==> src/source/rvc_pkg.sv <==
`default_nettype none

package rvc_pkg;

    localparam int INST_W = 16;  // compressed word
    localparam int XLEN   = 32;
    localparam int REG_W  = 5;
    localparam int OP_W   = 4;

    localparam logic [REG_W-1:0] REG_ZERO = 5'd0;
    localparam logic [REG_W-1:0] REG_RA   = 5'd1;
    localparam logic [REG_W-1:0] REG_SP   = 5'd2;

    // opcode field, inst[1:0]
    localparam logic [1:0] QUAD_0    = 2'd0;
    localparam logic [1:0] QUAD_1    = 2'd1;
    localparam logic [1:0] QUAD_2    = 2'd2;
    localparam logic [1:0] QUAD_FULL = 2'd3;  // 32-bit encoding

    localparam logic [OP_W-1:0] ALU_ADD = 4'd1;
    localparam logic [OP_W-1:0] ALU_SUB = 4'd2;
    localparam logic [OP_W-1:0] ALU_AND = 4'd3;
    localparam logic [OP_W-1:0] ALU_OR  = 4'd4;
    localparam logic [OP_W-1:0] ALU_XOR = 4'd5;
    localparam logic [OP_W-1:0] ALU_SLL = 4'd8;
    localparam logic [OP_W-1:0] ALU_SRL = 4'd9;
    localparam logic [OP_W-1:0] ALU_SRA = 4'd10;

    localparam logic [2:0] IMMSEL_I = 3'd0;
    localparam logic [2:0] IMMSEL_S = 3'd1;
    localparam logic [2:0] IMMSEL_U = 3'd2;
    localparam logic [2:0] IMMSEL_B = 3'd3;
    localparam logic [2:0] IMMSEL_J = 3'd4;

    // write-back source
    localparam logic [1:0] DATA_PC4 = 2'd0;
    localparam logic [1:0] DATA_ALU = 2'd1;
    localparam logic [1:0] DATA_IMM = 2'd2;
    localparam logic [1:0] DATA_MEM = 2'd3;

    localparam logic [1:0] MEM_NONE = 2'd0;
    localparam logic [1:0] MEM_WORD = 2'd2;

    // full view for CR/CI forms, compact view for x8..x15 forms
    typedef union packed {
        struct packed {
            logic [3:0]       funct4;
            logic [REG_W-1:0] rd_rs1;
            logic [REG_W-1:0] rs2;
            logic [1:0]       op;
        } full;
        struct packed {
            logic [2:0] funct3;
            logic [2:0] hi;    // funct4 bit and funct2 in CA/CB
            logic [2:0] rs1c;
            logic [1:0] mid;   // CA sub-function
            logic [2:0] rs2c;
            logic [1:0] op;
        } cmp;
    } rvc_inst_u;

endpackage

`default_nettype wire
==> src/source/rvc_decode_top.sv <==
`timescale 1ns/1ns
`default_nettype none

module rvc_decode_top #(
    parameter int XLEN_P = rvc_pkg::XLEN
) (
    input  logic                       i_clk,
    input  logic                       i_arst_n,
    input  logic                       i_valid,
    input  logic [rvc_pkg::INST_W-1:0] i_inst,
    output logic                       o_valid,
    output logic                       o_is_compressed,
    output logic [1:0]                 o_mem_load,
    output logic [1:0]                 o_mem_store,
    output logic [2:0]                 o_imm_sel,
    output logic [1:0]                 o_data_sel,
    output logic                       o_sel_op_a,
    output logic                       o_sel_op_b,
    output logic                       o_wr_en,
    output logic [1:0]                 o_branch_type,
    output logic [rvc_pkg::REG_W-1:0]  o_rs1,
    output logic [rvc_pkg::REG_W-1:0]  o_rs2,
    output logic [rvc_pkg::REG_W-1:0]  o_rd,
    output logic [rvc_pkg::OP_W-1:0]   o_alu_op,
    output logic [XLEN_P-1:0]          o_imm,
    output logic [XLEN_P-1:0]          o_offset
);
    import rvc_pkg::*;

    logic [REG_W-1:0]  rs1;
    logic [REG_W-1:0]  rs2;
    logic [REG_W-1:0]  rd;
    logic [OP_W-1:0]   alu_op;
    logic              cls_load;
    logic              cls_store;
    logic              cls_branch;
    logic              cls_jump;
    logic              cls_jreg;
    logic              cls_lui;
    logic              cls_reg;
    logic [XLEN_P-1:0] imm;
    logic [XLEN_P-1:0] offset;

    rvc_field_decode u_field (
        .i_inst       (i_inst),
        .o_rs1        (rs1),
        .o_rs2        (rs2),
        .o_rd         (rd),
        .o_alu_op     (alu_op),
        .o_cls_load   (cls_load),
        .o_cls_store  (cls_store),
        .o_cls_branch (cls_branch),
        .o_cls_jump   (cls_jump),
        .o_cls_jreg   (cls_jreg),
        .o_cls_lui    (cls_lui),
        .o_cls_reg    (cls_reg)
    );

    rvc_imm_gen #(.XLEN_P(XLEN_P)) u_imm (
        .i_inst   (i_inst),
        .o_imm    (imm),
        .o_offset (offset)
    );

    // the only clocked stage
    rvc_ctrl_stage #(.XLEN_P(XLEN_P)) u_ctrl (
        .i_clk           (i_clk),
        .i_arst_n        (i_arst_n),
        .i_valid         (i_valid),
        .i_inst          (i_inst),
        .i_rs1           (rs1),
        .i_rs2           (rs2),
        .i_rd            (rd),
        .i_alu_op        (alu_op),
        .i_cls_load      (cls_load),
        .i_cls_store     (cls_store),
        .i_cls_branch    (cls_branch),
        .i_cls_jump      (cls_jump),
        .i_cls_jreg      (cls_jreg),
        .i_cls_lui       (cls_lui),
        .i_cls_reg       (cls_reg),
        .i_imm           (imm),
        .i_offset        (offset),
        .o_valid         (o_valid),
        .o_is_compressed (o_is_compressed),
        .o_mem_load      (o_mem_load),
        .o_mem_store     (o_mem_store),
        .o_imm_sel       (o_imm_sel),
        .o_data_sel      (o_data_sel),
        .o_sel_op_a      (o_sel_op_a),
        .o_sel_op_b      (o_sel_op_b),
        .o_wr_en         (o_wr_en),
        .o_branch_type   (o_branch_type),
        .o_rs1           (o_rs1),
        .o_rs2           (o_rs2),
        .o_rd            (o_rd),
        .o_alu_op        (o_alu_op),
        .o_imm           (o_imm),
        .o_offset        (o_offset)
    );

endmodule

`default_nettype wire

==> src/source/rvc_ctrl_stage.sv <==
`timescale 1ns/1ns
`default_nettype none

module rvc_ctrl_stage #(
    parameter int XLEN_P = rvc_pkg::XLEN
) (
    input  logic                      i_clk,
    input  logic                      i_arst_n,
    input  logic                      i_valid,
    input  rvc_pkg::rvc_inst_u        i_inst,
    input  logic [rvc_pkg::REG_W-1:0] i_rs1,
    input  logic [rvc_pkg::REG_W-1:0] i_rs2,
    input  logic [rvc_pkg::REG_W-1:0] i_rd,
    input  logic [rvc_pkg::OP_W-1:0]  i_alu_op,
    input  logic                      i_cls_load,
    input  logic                      i_cls_store,
    input  logic                      i_cls_branch,
    input  logic                      i_cls_jump,
    input  logic                      i_cls_jreg,
    input  logic                      i_cls_lui,
    input  logic                      i_cls_reg,
    input  logic [XLEN_P-1:0]         i_imm,
    input  logic [XLEN_P-1:0]         i_offset,
    output logic                      o_valid,
    output logic                      o_is_compressed,
    output logic [1:0]                o_mem_load,
    output logic [1:0]                o_mem_store,
    output logic [2:0]                o_imm_sel,
    output logic [1:0]                o_data_sel,
    output logic                      o_sel_op_a,
    output logic                      o_sel_op_b,
    output logic                      o_wr_en,
    output logic [1:0]                o_branch_type,
    output logic [rvc_pkg::REG_W-1:0] o_rs1,
    output logic [rvc_pkg::REG_W-1:0] o_rs2,
    output logic [rvc_pkg::REG_W-1:0] o_rd,
    output logic [rvc_pkg::OP_W-1:0]  o_alu_op,
    output logic [XLEN_P-1:0]         o_imm,
    output logic [XLEN_P-1:0]         o_offset
);
    import rvc_pkg::*;

    logic [2:0] imm_sel;
    logic [1:0] data_sel;
    logic [1:0] branch_type;
    logic       wr_en;

    always_comb begin
        if (i_cls_jump || i_cls_jreg) imm_sel = IMMSEL_J;
        else if (i_cls_branch)        imm_sel = IMMSEL_B;
        else if (i_cls_lui)           imm_sel = IMMSEL_U;
        else if (i_cls_store)         imm_sel = IMMSEL_S;
        else                          imm_sel = IMMSEL_I;
    end

    assign data_sel = i_cls_jreg ? DATA_PC4 :
                      i_cls_lui  ? DATA_IMM :
                      i_cls_load ? DATA_MEM : DATA_ALU;

    assign wr_en = !(i_cls_store || i_cls_branch || i_inst == '0);  // zero word is illegal

    // funct3 bit 0 splits beqz from bnez
    assign branch_type = {i_cls_branch && !i_inst.cmp.funct3[0],
                          i_cls_branch && i_inst.cmp.funct3[0]};

    always_ff @(posedge i_clk or negedge i_arst_n) begin
        if (!i_arst_n) begin
            o_valid     <= 1'b0;
            o_wr_en     <= 1'b0;
            o_mem_load  <= MEM_NONE;
            o_mem_store <= MEM_NONE;
        end else begin
            o_valid <= i_valid;
            if (i_valid) begin
                o_wr_en     <= wr_en;
                o_mem_load  <= i_cls_load ? MEM_WORD : MEM_NONE;
                o_mem_store <= i_cls_store ? MEM_WORD : MEM_NONE;
            end
        end
    end

    always_ff @(posedge i_clk) begin
        if (i_valid) begin
            o_is_compressed <= (i_inst.cmp.op != QUAD_FULL);
            o_imm_sel       <= imm_sel;
            o_data_sel      <= data_sel;
            o_sel_op_a      <= !(i_cls_lui || i_cls_jreg);  // zero or pc as operand a
            o_sel_op_b      <= !(i_cls_reg || i_cls_branch);
            o_branch_type   <= branch_type;
            o_rs1           <= i_rs1;
            o_rs2           <= i_rs2;
            o_rd            <= i_rd;
            o_alu_op        <= i_alu_op;
            o_imm           <= i_imm;
            o_offset        <= i_offset;
        end
    end

    a_valid_gap: assert property (@(posedge i_clk) disable iff (!i_arst_n)
        !i_valid |=> !o_valid);

endmodule

`default_nettype wire

==> src/source/rvc_imm_gen.sv <==
`timescale 1ns/1ns
`default_nettype none

module rvc_imm_gen #(
    parameter int XLEN_P = rvc_pkg::XLEN
) (
    input  rvc_pkg::rvc_inst_u i_inst,
    output logic [XLEN_P-1:0]  o_imm,
    output logic [XLEN_P-1:0]  o_offset
);
    import rvc_pkg::*;

    localparam int IMM_LO_W = 18;  // lui reaches bit 17
    localparam int OFF_LO_W = 12;

    logic [INST_W-1:0]   w;
    logic [1:0]          quad;
    logic [2:0]          funct3;
    logic                unsigned_form;
    logic                scaled_form;
    logic                is_jal_j;
    logic                sgn;
    logic [IMM_LO_W-1:0] imm_lo;
    logic [OFF_LO_W-1:0] off_lo;

    assign w      = i_inst;
    assign quad   = i_inst.cmp.op;
    assign funct3 = i_inst.cmp.funct3;

    always_comb begin
        unsigned_form = 1'b0;
        scaled_form   = 1'b0;
        case (quad)
            QUAD_0: begin  // addi4spn, lw, sw
                unsigned_form = funct3 inside {3'd0, 3'd2, 3'd6};
                scaled_form   = funct3 inside {3'd0, 3'd2, 3'd6};
            end
            QUAD_1: begin
                unsigned_form = (funct3 == 3'd4) && !i_inst.cmp.hi[1];  // srli, srai
                scaled_form   = (funct3 == 3'd3) && (i_inst.full.rd_rs1 == REG_SP);
            end
            QUAD_2: begin  // lwsp, swsp
                unsigned_form = funct3 inside {3'd2, 3'd6};
                scaled_form   = funct3 inside {3'd2, 3'd6};
            end
            default: ;
        endcase
    end

    assign sgn      = w[12] && !unsigned_form;
    assign is_jal_j = (quad == QUAD_1) && (funct3 == 3'd1 || funct3 == 3'd5);

    always_comb begin
        imm_lo = {{12{sgn}}, w[12], w[6:2]};  // ci layout
        case (quad)
            QUAD_0: begin
                if (funct3 == 3'd0) begin
                    imm_lo = {8'd0, w[10:7], w[12:11], w[5], w[6], 2'b00};
                end else if (scaled_form) begin
                    imm_lo = {11'd0, w[5], w[12:10], w[6], 2'b00};  // lw, sw
                end
            end
            QUAD_1: begin
                if (funct3 == 3'd3) begin
                    if (scaled_form) begin
                        // addi16sp, multiple of 16
                        imm_lo = {{8{sgn}}, w[12], w[4:3], w[5], w[2], w[6], 4'd0};
                    end else begin
                        imm_lo = {w[12], w[6:2], 12'd0};  // lui
                    end
                end
            end
            QUAD_2: begin
                if (funct3 == 3'd2) begin
                    imm_lo = {10'd0, w[3:2], w[12], w[6:4], 2'b00};  // lwsp
                end else if (funct3 == 3'd6) begin
                    imm_lo = {10'd0, w[8:7], w[12:9], 2'b00};  // swsp
                end
            end
            default: ;
        endcase
    end

    always_comb begin
        if (is_jal_j) begin
            off_lo = {w[12], w[8], w[10:9], w[6], w[7], w[2], w[11], w[5:3], 1'b0};
        end else begin
            off_lo = {{3{sgn}}, w[12], w[6:5], w[2], w[11:10], w[4:3], 1'b0};
        end
    end

    assign o_imm    = {{(XLEN_P-IMM_LO_W){sgn}}, imm_lo};
    assign o_offset = {{(XLEN_P-OFF_LO_W){sgn}}, off_lo};

    // memory and stack forms address whole words
    a_scaled_align: assert final (!scaled_form || o_imm[1:0] == 2'b00);

endmodule

`default_nettype wire

==> src/source/rvc_field_decode.sv <==
`timescale 1ns/1ns
`default_nettype none

module rvc_field_decode (
    input  rvc_pkg::rvc_inst_u        i_inst,
    output logic [rvc_pkg::REG_W-1:0] o_rs1,
    output logic [rvc_pkg::REG_W-1:0] o_rs2,
    output logic [rvc_pkg::REG_W-1:0] o_rd,
    output logic [rvc_pkg::OP_W-1:0]  o_alu_op,
    output logic                      o_cls_load,
    output logic                      o_cls_store,
    output logic                      o_cls_branch,
    output logic                      o_cls_jump,
    output logic                      o_cls_jreg,
    output logic                      o_cls_lui,
    output logic                      o_cls_reg
);
    import rvc_pkg::*;

    logic [REG_W-1:0] rd_full;
    logic [REG_W-1:0] rs2_full;
    logic [REG_W-1:0] rs1_cmp;
    logic [REG_W-1:0] rs2_cmp;
    logic             bit12;

    assign rd_full  = i_inst.full.rd_rs1;
    assign rs2_full = i_inst.full.rs2;
    assign rs1_cmp  = {2'b01, i_inst.cmp.rs1c};  // x8..x15
    assign rs2_cmp  = {2'b01, i_inst.cmp.rs2c};
    assign bit12    = i_inst.full.funct4[0];

    always_comb begin
        o_rs1        = REG_ZERO;
        o_rs2        = REG_ZERO;
        o_rd         = REG_ZERO;
        o_alu_op     = ALU_ADD;
        o_cls_load   = 1'b0;
        o_cls_store  = 1'b0;
        o_cls_branch = 1'b0;
        o_cls_jump   = 1'b0;
        o_cls_jreg   = 1'b0;
        o_cls_lui    = 1'b0;
        o_cls_reg    = 1'b0;

        case (i_inst.cmp.op)
            QUAD_0: begin
                case (i_inst.cmp.funct3)
                    3'd0: begin  // addi4spn
                        o_rd  = rs2_cmp;
                        o_rs1 = REG_SP;
                    end
                    3'd2: begin  // lw
                        o_rd       = rs2_cmp;
                        o_rs1      = rs1_cmp;
                        o_cls_load = 1'b1;
                    end
                    3'd6: begin  // sw
                        o_rs1       = rs1_cmp;
                        o_rs2       = rs2_cmp;
                        o_cls_store = 1'b1;
                    end
                    default: ;
                endcase
            end
            QUAD_1: begin
                case (i_inst.cmp.funct3)
                    3'd0: begin  // addi, nop
                        o_rd  = rd_full;
                        o_rs1 = rd_full;
                    end
                    3'd1: begin
                        o_rd       = REG_RA;  // jal links to ra
                        o_cls_jump = 1'b1;
                    end
                    3'd2: o_rd = rd_full;  // li adds to x0
                    3'd3: begin
                        o_rd = rd_full;
                        if (rd_full == REG_SP) begin
                            o_rs1 = REG_SP;  // addi16sp
                        end else begin
                            o_cls_lui = 1'b1;
                        end
                    end
                    3'd4: begin
                        // hi == 3'b111 is reserved in rv32
                        if (i_inst.cmp.hi != 3'b111) begin
                            o_rd  = rs1_cmp;
                            o_rs1 = rs1_cmp;
                        end
                        case (i_inst.cmp.hi[1:0])
                            2'd0: o_alu_op = ALU_SRL;
                            2'd1: o_alu_op = ALU_SRA;
                            2'd2: o_alu_op = ALU_AND;  // andi
                            default: begin
                                if (!i_inst.cmp.hi[2]) begin
                                    o_rs2     = rs2_cmp;
                                    o_cls_reg = 1'b1;
                                    case (i_inst.cmp.mid)
                                        2'd0:    o_alu_op = ALU_SUB;
                                        2'd1:    o_alu_op = ALU_XOR;
                                        2'd2:    o_alu_op = ALU_OR;
                                        default: o_alu_op = ALU_AND;
                                    endcase
                                end
                            end
                        endcase
                    end
                    3'd5: o_cls_jump = 1'b1;  // j, rd stays x0
                    default: begin  // beqz, bnez compare against x0
                        o_rs1        = rs1_cmp;
                        o_alu_op     = ALU_SUB;
                        o_cls_branch = 1'b1;
                    end
                endcase
            end
            QUAD_2: begin
                case (i_inst.cmp.funct3)
                    3'd0: begin  // slli
                        o_rd     = rd_full;
                        o_rs1    = rd_full;
                        o_alu_op = ALU_SLL;
                    end
                    3'd2: begin  // lwsp
                        o_rd       = rd_full;
                        o_rs1      = REG_SP;
                        o_cls_load = 1'b1;
                    end
                    3'd6: begin  // swsp
                        o_rs1       = REG_SP;
                        o_rs2       = rs2_full;
                        o_cls_store = 1'b1;
                    end
                    3'd4: begin
                        if (rs2_full != REG_ZERO) begin  // add, mv
                            o_rd      = rd_full;
                            o_rs1     = bit12 ? rd_full : REG_ZERO;
                            o_rs2     = rs2_full;
                            o_cls_reg = 1'b1;
                        end else if (!(bit12 && rd_full == REG_ZERO)) begin
                            // jr, jalr; ebreak keeps defaults
                            o_rs1      = rd_full;
                            o_rd       = bit12 ? REG_RA : REG_ZERO;
                            o_cls_jreg = 1'b1;
                        end
                    end
                    default: ;
                endcase
            end
            default: ;  // uncompressed word
        endcase
    end

    // the control stage priorities assume a single class per word
    a_cls_onehot: assert final ($onehot0({o_cls_load, o_cls_store, o_cls_branch,
        o_cls_jump, o_cls_jreg, o_cls_lui, o_cls_reg}));

endmodule

`default_nettype wire

==> config.mk <==
export PLATFORM = sky130hd
export DESIGN_NAME = rvc_decode_top
export DESIGN_NICKNAME = d
export VERILOG_FILES = /design/src/source/rvc_pkg.sv /design/src/source/rvc_decode_top.sv /design/src/source/rvc_ctrl_stage.sv /design/src/source/rvc_imm_gen.sv /design/src/source/rvc_field_decode.sv
export SDC_FILE = /design/constraint.sdc
export NUM_CORES = 1
export LEC_CHECK = 0
export BUFFER_PORTS_ARGS = -buffer_cell sky130_fd_sc_hd__buf_2
export CAP_MARGIN = 20
export CELL_PAD_IN_SITES_DETAIL_PLACEMENT = 2
export CELL_PAD_IN_SITES_GLOBAL_PLACEMENT = 2
export CORE_MARGIN = 3
export CORE_UTILIZATION = 31
export DETAILED_ROUTE_END_ITERATION = 16
export PLACE_DENSITY = 0.87
export SKIP_LAST_GASP = 1
export SLEW_MARGIN = 20
export SYNTH_ARGS = -nofsm -noshare
export SYNTH_HDL_FRONTEND = slang
export SYNTH_SLANG_ARGS = --single-unit
==> constraint.sdc <==
create_clock -name i_clk -period 1.54 [get_ports i_clk]
set_clock_uncertainty 0.1 [all_clocks]
set_input_delay 0.077 -clock i_clk [delete_from_list [all_inputs] [get_ports i_clk]]
set_output_delay 0.077 -clock i_clk [all_outputs]
set_load 0.02 [all_outputs]
==> results of run 1 <==
routing by layer:
metal	wire length (µm)	global-route usage, %	vias up
li1	-	-	1691
met1	6599	29.70	1835
met2	8346	42.45	138
met3	781	3.990	33
met4	517	9.049	0
met5	0	0	-
sequential cells by signal, summed over array words and instances (netlist names):
name	count
u_ctrl.o_branch_type	2
u_ctrl.o_alu_op	4
u_ctrl.o_valid	1
u_ctrl.o_offset	12
u_ctrl.o_rs2	5
u_ctrl.o_imm_sel	3
u_ctrl.o_mem_load	1
u_ctrl.o_imm	17
u_ctrl.o_data_sel	2
u_ctrl.o_rd	5
u_ctrl.o_rs1	5
u_ctrl.o_sel_op_a	1
u_ctrl.o_mem_store	1
u_ctrl.o_sel_op_b	1
u_ctrl.o_wr_en	1
u_ctrl.o_is_compressed	1
report_power, final:
| part | internal [mW] | total, mW | switching [mW] |
|---|---|---|---|
| sequential | 2.00 | 2.04 | 0.0375 |
| combinational | 0.512 | 1.38 | 0.866 |
| clock | 1.07 | 1.83 | 0.760 |
| total | 3.58 | 5.24 | 1.66 |
cells in the final DEF, fill, tap and decap left out, types with 5 or more instances in the layout:
cell type                       netlist  final
sky130_fd_sc_hd__buf_2                4    109
sky130_fd_sc_hd__inv_1               20     18
sky130_fd_sc_hd__clkinv_2             0      5
sky130_fd_sc_hd__nand2_1             36     35
sky130_fd_sc_hd__o21ai_1              1      6
sky130_fd_sc_hd__o21ai_0             36     23
sky130_fd_sc_hd__nand3_1              7      7
sky130_fd_sc_hd__clkbuf_16            0      9
sky130_fd_sc_hd__nor3_1              12      9
sky130_fd_sc_hd__dlygate4sd3_1        0      6
sky130_fd_sc_hd__buf_4               43    106
sky130_fd_sc_hd__o21ai_2              1      8
sky130_fd_sc_hd__nor2_1              24     20
sky130_fd_sc_hd__edfxtp_1            58     58
sky130_fd_sc_hd__a21oi_1             21     20
sky130_fd_sc_hd__ha_1                13      9
per-stage QoR:
step | setup TNS [ps] | total power, mW
finish | -90.30 | 5.244
floorplan | -529.1 | 2.821
detailed placement | -16230 | 3.332
global route | -370.1 | 5.458
global placement | -13750 | 3.285
CTS | -53.00 | 5.210
kinds of logic (layout without fill, tap and decap cells):
family	after synthesis	in the layout	share of synthesized area (%)
buffers and inverters	78	267	12.33
adders and majority gates	13	13	4.298
DFF	62	62	48.66
muxes	5	5	1.587
and+or+nand+nor	110	110	14.91
AOI/OAI and AO/OA	104	104	18.12
other	1	3	0.09908
timing repair:
item,in CTS,in global routing
setup buffers,2,4
hold buffers,6,0
gates resized for setup,33,42
endpoints found under the hold margin,8,0
endpoints found under the setup margin,29,33
pin swaps,9,13
cell type report:
type | count | area [µm²] | area share [%]
Clock buffer | 10 | 229.0 | 4.050
Clock inverter | 6 | 28.78 | 0.5090
Inverter | 20 | 80.08 | 1.416
Multi-Input combinational cell | 235 | 1747 | 30.89
Sequential cell | 62 | 1842 | 32.57
Tap cell | 143 | 178.9 | 3.164
Timing Repair Buffer | 231 | 1549 | 27.40
path summary, 6_finish.rpt:
path,start,slack (ps),endpoint,cells after the start
worst max-delay path,i_inst[3],-40,u_ctrl.o_rs1[2],6
worst min-delay path,i_inst[4],50,u_ctrl.o_offset[2],2
worst max register to register,u_ctrl.o_wr_en,650,u_ctrl.o_wr_en,1
worst min register to register,u_ctrl.o_wr_en,450,u_ctrl.o_wr_en,1
max in group asynchronous,i_arst_n,630,u_ctrl.o_mem_load[1],3
min in group asynchronous,i_arst_n,540,u_ctrl.o_wr_en,3
==> results summary, run 1 <==
The flow ran to the end, but the final reports show violations. The checks that failed: negative setup slack. The total overflow left after global routing is 0.

The smallest clock period supported by the final layout is computed as ~1600 ps. The fraction of layout cells with a size suffix above 1 is approximately half. The area growth from synthesis to layout came out at 49.39%. The top-level I/O count is 118. The clock sink total came out at 62. The biggest fanout along the worst timing path is 5. The routed layout has 3697 vias. The floorplan has 39 rows.

The final worst hold slack is 50.91 ps. The largest individual stage delay along the critical path comes from the cell sky130_fd_sc_hd__or4_4. The placed instance count is about 680. The dominant synthesized flop cell is sky130_fd_sc_hd__edfxtp_1.

Ranked by total cell area, the synthesized netlist is headed by sky130_fd_sc_hd__edfxtp_1 (46%), sky130_fd_sc_hd__buf_4 (8.5%), sky130_fd_sc_hd__o21ai_0 (4.8%). The average wire per cell in the routed design is 22.97 µm. Entering global routing, the biggest net connects 36 pins. The fraction of synthesized cell area taken by the top area cell type came out at around 46%.

The buffers plus inverters on the worst setup path came out at 1. Counting instances in the post-synthesis netlist gives the leading cell types as sky130_fd_sc_hd__edfxtp_1 (58), sky130_fd_sc_hd__buf_4 (43), sky130_fd_sc_hd__nand2_1 (36), sky130_fd_sc_hd__o21ai_0 (36), sky130_fd_sc_hd__nor2_1 (24). The first detailed-routing pass ran for 4 iterations.

The total of max-cap violations is 0. The post-synthesis cell area came out at 3785 µm². After synthesis, the share of flip-flops with an asynchronous set or reset is 6.452%. The largest total area in the synthesized netlist belongs to sky130_fd_sc_hd__edfxtp_1. The share of the core filled with cells is 48.48%. The final critical path takes up 102.6% of the cycle. The largest incremental delay on the critical path is 590 ps.

Summed over all cells, the static leakage comes to 2.501 nW. The number of global-route vias before repair is 3982. With fillers left out, the area of the finished cells amounts to 5654 µm². The antenna diode count is 0. The routed design has roughly 16000 µm of wire. The number of antenna-violating nets in the routed design is 0. The number of max-slew violations in the final report came out at 0. The post-synthesis cell count came out at 373. The post-layout instance count excluding filler cells came out at 707.

The number of enable flip-flop cells after synthesis came out at 58. The number of antenna violations at the first check in global routing is 0. The first-pass GRT wire length is 24110 µm. The port buffer count came out at around 110. The total area inside the core boundary comes to 11660 µm². The placed instance area came out at 5027 µm². The total half-perimeter wirelength after legalization and detailed placement is 11870 µm.

The number of hold violations in the final report came out at 0. The clock transition time at the flip-flop clock pins of the worst setup and hold paths is 60 ps. The data required time of the critical path came out at between 1500 and 2000 ps. The post-route worst setup slack is -40.43 ps. Static timing analysis puts the maximum clock frequency at 0.6327 GHz. The total of flip-flops plus latches after synthesis came out at 62. The cell type group with the largest total delay on the critical path is simple AND/OR/NAND/NOR gates. The floorplan step set the die width to roughly 120 µm.

The count of distinct cell types in the synthesized netlist is 63. The area of the die came out at 13570 µm². In this run, CTS created clock tree buffers numbering 9.

The clock latency on the worst-skew pair is around 340 ps. Setup repair after global routing could not meet its margin everywhere. The signal on the critical path passes through buf_6 > or4_4 > nor2_8 > mux2_4 > o211ai_4 > nor2_1.

The buffer levels on the longest clock path came out at 2. Sequential cells were found to cover roughly 49% of the synthesized design area. The overall routing resource usage came out at 24.16%.

The category of the worst setup path launch point is an input pin. The TritonCTS clock tree is yes. The minimum setup slack after placement is -502.3 ps. The worst hold path belongs to the class input pin to flop.

The congestion estimate from routability-driven global placement came to around 0.92. The root cell of the clock tree is sky130_fd_sc_hd__clkbuf_16. The number of H-tree levels came out at 3.

In this run, the number of DRC markers left after iteration 0 of detailed routing was 158. The number of setup violations in the final report is 3. After filler insertion, the fill cell instance count of the layout stands at 1228.

The via density per instance is 5.229. The data arrival at the endpoint of the critical path came out at 1560 ps. The path type of the worst setup path is input pin to flop.

The peak ir drop on the vdd network is 0.4761 mV. The areal power density over the cells came out at 927.5 nW/µm². The number of nets at the end of the flow is 591. During synthesis, Yosys emitted a total of 0 warnings. After detailed routing, the number of remaining DRC violations is 0. The die height is 116.5 µm.

sky130_fd_sc_hd__edfxtp_1 is the most common cell in the netlist. The initial utilization of the core area, before any placement, comes to 32.45%. STA classifies the critical path endpoint as a flop.

The average instance in the mapped netlist occupies slightly above 10 µm².
Note: power is estimated with default switching activity, not from simulation.
==> run 2, diff against run 1 <==
- CTS_CLUSTER_SIZE: unset -> 10
- REMOVE_ABC_BUFFERS: unset -> 1
==> results summary, run 2 (synthesized netlist as in run 1, its figures left out) <==
The maximum number of pins on one net before global-route repair is 38 (+5.6%). The initial core utilization is 32.45% (unchanged). The total wire length after detailed routing is 17250 µm (+6.2%).

The total half-perimeter wirelength after legalization and detailed placement came out at 12410 µm (+4.6%). The number of antenna-violating nets in the routed design is 0 (unchanged). The antenna diode count came out at 0 (unchanged). The launching element of the worst setup path is i_inst[13]. The min-delay analysis places its worst path in the category input pin to flop. The areal power density over the cells is 968.7 nW/µm² (+4.4%).

The flow ran to the end, but the final reports show violations. For this design, the slowest cell found on the critical path is sky130_fd_sc_hd__o21ai_0. The post-layout instance count excluding filler cells came out at 718 (+1.6%). The total congestion overflow is 0 (unchanged). The time the worst path needs with I/O delays and setup came out at 1560 ps (-20.48 ps). The register with the most flip-flops is u_ctrl.o_imm. The tree is rooted in a sky130_fd_sc_hd__clkbuf_16. The post-route cell area is 5634 µm² (-0.35%). The register-to-register setup slack came out at 690 ps (+40 ps).

The post-route worst setup slack is -19.95 ps (+20.48 ps). The library cell used most frequently in the layout, excluding fill and tap cells, is sky130_fd_sc_hd__buf_4. The die width came out at 116.5 µm (unchanged). The number of global-route vias before repair is 4160 (+4.5%). The clock sink total is 62 (unchanged). The biggest fanout along the worst timing path came out at 9 (+4).

The number of hold violations in the final report is 0 (unchanged). The share of the core filled with cells is 48.31% (-0.17 points). The number of filler instances in the final layout was 1188 (-3.3%). The placed instance count came to 687 (+1.2%). The largest incremental delay on the critical path is 300 ps (-290 ps). The area growth from synthesis to layout is 48.86%. The final weighted congestion in routability-driven placement came to 0.9105 (-1.3%). The port buffer count is 114 (unchanged).

STA classifies the critical path endpoint as a flop. The clock latency on the worst-skew pair is 340 ps (about the same). The final total power is 5.458 mW (+4.1%). The final worst hold slack came out at 37.33 ps (-13.58 ps). The number of H-tree levels is 3 (unchanged). The number of max-slew violations in the final report came out at 0 (unchanged). The peak ir drop on the vdd network came out at 0.6033 mV (+27%). The cell depth of the worst flop-to-flop path came to 1 (unchanged). The minimum setup slack after placement came out at -519.9 ps (-17.62 ps). The number of standard-cell rows in the floorplan is 39 (unchanged). The number of setup violations in the final report is 6 (+3). The remaining routing DRC violations is 0 (unchanged).

The die height is 116.5 µm (unchanged). The tightest slew margin relative to the limit is roughly three fifths. The fraction of layout cells with a size suffix above 1 came out at 50.78% (-1.2 points). The critical path goes through buf_2 > buf_4 > buf_4 > a21oi_1 > o21ai_0 > a21boi_0 > o21ai_1 > a21oi_1. The worst register-to-register path begins at u_ctrl.o_wr_en. The via density per instance came out at 5.397 (+3.2%). The number of detailed-route iterations in the first pass was 5 (+1). The most critical setup path has its endpoint at u_ctrl.o_rs1[1]. In the final layout, the registers with the most flip-flops are u_ctrl.o_imm x17, u_ctrl.o_offset x12. The path type of the worst setup path is input pin to flop. The overall routing resource usage is 24.76% (+0.60 points).

The average wire per cell in the routed design came to 24.02 µm (+4.5%). The library cells used most frequently in the layout, excluding fill and tap cells, are sky130_fd_sc_hd__buf_4 (118), sky130_fd_sc_hd__buf_2 (108), sky130_fd_sc_hd__edfxtp_1 (58). STA classifies the critical path startpoint as an input pin. The final worst-path cycle share was 101.3% (-1.3 points). The area of the die was 13570 µm² (unchanged). The detailed router's first-iteration violation count came out at 286 (+81%). The total of max-cap violations came out at 0 (unchanged).

The area of the core was 11660 µm² (unchanged). The number of nets at the end of the flow came out at 602 (+1.9%). The top-level I/O count was 118 (unchanged). The final reports fail on negative setup slack. The clock transition time at the flip-flop clock pins of the worst setup and hold paths came to 50 ps (about the same). The placed instance area is 5024 µm² (about the same). The maximum clock frequency came out at 0.6410 GHz (+1.3%).

Setup repair after global routing could not meet its margin everywhere. The data required time of the critical path is 1520 ps (about the same). The number of antenna violations at the first check in global routing came out at 0 (unchanged). The first-pass GRT wire length came out at 24620 µm (+2.1%). The buffer levels on the longest clock path is 2 (unchanged).

The number of vias after detailed routing came to 3875 (+4.8%). The number of buffers created by CTS came to 9 (unchanged). In this run the critical register-to-register path is captured at u_ctrl.o_wr_en.

TritonCTS built the clock tree. The slew of the pin with the lowest slew margin is 583.9 ps. The final sum of negative setup slack is -46.53 ps (+43.76 ps). The data arrival at the endpoint of the critical path came out at 1540 ps (-20 ps). The number of flip-flops in the largest register is 17 (unchanged). The standby leakage power came out at 2.523 nW (+0.91%).
-- run 2: cell types whose count changed in the layout (fill, tap and decap cells not counted), sizes merged --
| cell | delta |
|---|---|
| bufinv | +1 |
| clkinv | -4 |
| dlygate4sd3 | -1 |
| clkbuf | +1 |
| clkinvlp | +3 |
| buf | +11 |
-- run 2: how the worst min path moves through the flow --
| stage | startpoint | end | slack (ps) | cells past startpoint |
|---|---|---|---|---|
| after floorplan | i_arst_n | u_ctrl.o_mem_load[1] | -320 | 0 |
| after global placement | i_arst_n | u_ctrl.o_valid | -220 | 1 |
| after detailed placement | i_arst_n | u_ctrl.o_mem_store[1] | -210 | 1 |
| after CTS | i_inst[15] | u_ctrl.o_imm_sel[1] | 40 | 2 |
| after global routing | i_inst[2] | u_ctrl.o_offset[5] | 50 | 3 |
| final | i_inst[15] | u_ctrl.o_imm_sel[1] | 40 | 2 |
-- run 2: report_power, final --
part | switching (mW) | internal [mW] | total (mW)
combinational | 0.873 | 0.515 | 1.39
clock | 0.784 | 1.24 | 2.03
sequential | 0.0406 | 2.00 | 2.04
-- run 2: timing repair --
| item | CTS | global route |
|---|---|---|
| endpoints found under the setup margin | 18 | 36 |
| setup buffers | 5 | 5 |
| pin swaps | 9 | 17 |
| gates resized for setup | 26 | 37 |
| hold buffers | 5 | 0 |
| endpoints found under the hold margin | 7 | 0 |
-- run 2: area by class of cell --
type,instances,area [µm²],share of cell area (%)
multi-input combinational,235,1623,28.80
clock buffer,10,229.0,4.064
clock inverter,6,62.56,1.110
inverter,20,80.08,1.421
tap,143,178.9,3.176
timing repair buffer,242,1619,28.74
sequential,62,1842,32.69
-- run 2: metal layers --
layer | vias up | wire length [µm] | share of wire [%] | track usage [%]
li1 | 1711 | - | - | -
met5 | - | 0 | 0 | 0
met4 | 0 | 609 | 3.5 | 9.590
met1 | 1931 | 6778 | 39 | 28.63
met3 | 45 | 1053 | 6.1 | 6.632
met2 | 188 | 8803 | 51 | 43.59
-- run 2: worst max-delay path: cells and delay by family --
family,cells,cell delay [ps]
buffers and inverters,3,550
AOI/OAI and AO/OA,5,900
==> run 3, diff against run 2 <==
- CELL_PAD_IN_SITES_DETAIL_PLACEMENT: 2 -> 0
- CELL_PAD_IN_SITES_GLOBAL_PLACEMENT: 2 -> 1
- CORE_UTILIZATION: 31 -> 39
- PLACE_DENSITY: 0.87 -> 0.88
==> results summary, run 3 (synthesized netlist as in run 1, its figures left out) <==
The global-route layer with the greatest usage is met2. The register with the most flip-flops is u_ctrl.o_imm. The number of antenna-violating nets in the routed design came out at 0 (unchanged). The number of hold violations in the final report came out at 0 (unchanged). The final worst hold slack is 18.17 ps (-19.16 ps). The total congestion overflow came out at 0 (unchanged). The die height is 104.5 µm (-10%). The number of setup violations in the final report is 0 (-6). The remaining routing DRC violations is 0 (unchanged).

The final total power is 4.866 mW (-11%). The number of flip-flops in the largest register is 17 (unchanged). TritonCTS built the clock tree. STA classifies the critical path startpoint as an input pin.

The die width is 104.5 µm (-10%). The library cell used most frequently in the layout, excluding fill and tap cells, is sky130_fd_sc_hd__buf_2. The clock transition time at the flip-flop clock pins of the worst setup and hold paths came to 70 ps (+20 ps). The post-layout instance count excluding filler cells came out at 684 (-4.7%). The largest incremental delay on the critical path is 580 ps (+280 ps). Setup repair after global routing could not meet its margin everywhere.

The data required time of the critical path is 1530 ps (about the same). The first-pass GRT wire length is 19030 µm (-23%). The clock latency on the worst-skew pair came out at 350 ps (about the same). The run finished with clean final reports. The number of buffers created by CTS is 9 (unchanged). The average wire per cell in the routed design came out at 17.89 µm (-26%). In this run the worst setup path terminates at u_ctrl.o_rs1[0]. The peak ir drop on the vdd network came out at 0.3803 mV (-37%).

The number of nets at the end of the flow is 582 (-3.3%). The fraction of layout cells with a size suffix above 1 came out at 49.19% (-1.6 points). The critical path is of the input pin to flop type. The critical path starts at i_inst[2].

The number of filler instances in the final layout is 837 (-30%). The time the worst path needs with I/O delays and setup is 1504 ps (-56.36 ps). The area of the core is 9328 µm² (-20%). The standby leakage power was 2.395 nW (-5.1%). In the layout the commonest cells are sky130_fd_sc_hd__buf_2 (110), sky130_fd_sc_hd__buf_4 (101), sky130_fd_sc_hd__edfxtp_1 (58). The overall routing resource usage came out at 22.51% (-2.3 points).

Walking the worst path, the cells encountered are buf_2 > or4_4 > nor2_8 > mux2_4 > o211ai_4 > nor2_1. The final worst-path cycle share was 97.64% (-3.7 points). The port buffer count came to 114 (unchanged). The placed instance count came out at 661 (-3.8%). The launching point of the worst reg2reg path is u_ctrl.o_wr_en. The global-route track usage on met2 was 37.04% (-6.6 points). From synthesis to final layout, the design area changed by 41.59%.

The number of H-tree levels is 3 (unchanged). The data arrival at the endpoint of the critical path is 1500 ps (-40 ps). The areal power density over the cells is 908.0 nW/µm² (-6.3%). The placed instance area is 4916 µm² (-2.1%). The cell depth of the worst flop-to-flop path is 1 (unchanged). The number of standard-cell rows in the floorplan is 35 (-10%). The total of max-cap violations came to 0 (unchanged). STA classifies the critical path endpoint as a flop. The number of global-route vias before repair is 3375 (-19%). The post-route cell area is 5359 µm² (-4.9%). The number of max-slew violations in the final report is 0 (unchanged). The final weighted congestion in routability-driven placement is 0.9497 (+4.3%). The number of detailed-route iterations in the first pass was 5 (unchanged). The detailed router's first-iteration violation count was 210 (-27%). The number of vias after detailed routing is 3520 (-9.2%). The total half-perimeter wirelength after legalization and detailed placement is 9328 µm (-25%). The maximum number of pins on one net before global-route repair came out at 40 (+5.3%).

The buffer levels on the longest clock path is 2 (unchanged). The global routing usage on met1 is 30.13% (+1.5 points). The biggest fanout along the worst timing path is 3 (-6). The clock sink total is 62 (unchanged). The antenna diode count is 0 (unchanged).

The tightest min-delay check is of the input pin to flop type. The highest-delay cell along the critical path is sky130_fd_sc_hd__or4_4. The area of the die is 10920 µm² (-20%). The register-to-register setup slack is 680 ps (about the same). The number of antenna violations at the first check in global routing came out at 0 (unchanged). The top-level I/O count came out at 118 (unchanged). The via density per instance came out at 5.146 (-4.6%). The endpoint identified for the worst register-to-register timing path is u_ctrl.o_wr_en.

The tree is rooted in a sky130_fd_sc_hd__clkbuf_8. The total wire length after detailed routing is 12240 µm (-29%). The maximum clock frequency is 0.6651 GHz (+3.7%). In the final layout, the registers with the most flip-flops are u_ctrl.o_imm x17, u_ctrl.o_offset x12.

The initial core utilization came out at 40.58% (+8.1 points). The global routing met3 resource utilization came to 3.911% (-2.7 points).
run 3: cell count changes in the layout (fill, tap and decap cells not counted), moves of 2 or more:
cell                         change
sky130_fd_sc_hd__a21oi_1         -3
sky130_fd_sc_hd__a21oi_2         +3
sky130_fd_sc_hd__buf_2           +2
sky130_fd_sc_hd__buf_4          -17
sky130_fd_sc_hd__buf_6           -4
sky130_fd_sc_hd__clkbuf_16       -9
sky130_fd_sc_hd__clkbuf_8        +9
sky130_fd_sc_hd__clkinvlp_4      -3
sky130_fd_sc_hd__inv_2           +2
sky130_fd_sc_hd__nor2_1          +2
sky130_fd_sc_hd__o21ai_0         +2
sky130_fd_sc_hd__o21ai_2         -2
run 3: report_power, final:
| group | leakage (nW) | internal [mW] | switching, mW |
|---|---|---|---|
| clock network | 0.105 | 0.902 | 0.668 |
| logic | 1.68 | 0.480 | 0.787 |
| registers | 0.609 | 2.00 | 0.0324 |
run 3: how the worst min path moves through the flow:
stage	startpoint	to	slack, ps	cells past startpoint
2_1_floorplan	i_arst_n	u_ctrl.o_mem_load[1]	-320	0
3_3_place_gp	i_arst_n	u_ctrl.o_valid	-220	1
3_5_place_dp	i_arst_n	u_ctrl.o_valid	-210	1
4_1_cts	i_inst[4]	u_ctrl.o_offset[2]	8	2
5_1_grt	i_inst[4]	u_ctrl.o_offset[2]	30	2
6_report	i_inst[4]	u_ctrl.o_offset[2]	20	2
run 3: cell type report:
type	count	area (µm²)	share of cell area, %
clock buffers	11	131.4	2.452
clock inverters	5	73.82	1.378
inverters	20	75.07	1.401
multi-input cells	235	1642	30.63
flip-flops and latches	62	1842	34.37
well taps	129	161.4	3.012
repair buffers	222	1434	26.76
run 3: routing by layer:
metal,routed length [µm],up-vias
met2,5729,173
met4,271,0
met5,0,-
met3,866,22
met1,5370,1659
li1,-,1666
run 3: timing repair:
item / CTS / global route
hold buffers: 4 / 0
endpoints found under the hold margin: 6 / 0
pin swaps: 2 / 7
buffers inserted: 2 / 1
resized for setup: 9 / 42
endpoints found under the setup margin: 9 / 29
run 3: stage by stage:
step | util [%] | setup slack (ps) | TNS, ps
6_report | 57.45 | 36.42 | 0
5_1_grt | 57.45 | -48.76 | -78.16
4_1_cts | 55.81 | -8.559 | -12.44
3_5_place_dp | 52.70 | -432.2 | -12920
3_3_place_gp | 52.70 | -419.7 | -12180
2_1_floorplan | - | -3053 | -111430
run 3: critical path, delay by kind of cell:
kind / cells / cell delay, ps
compound gates: 1 / 210
buf+inv: 1 / 100
mux: 1 / 320
simple gates: 3 / 770
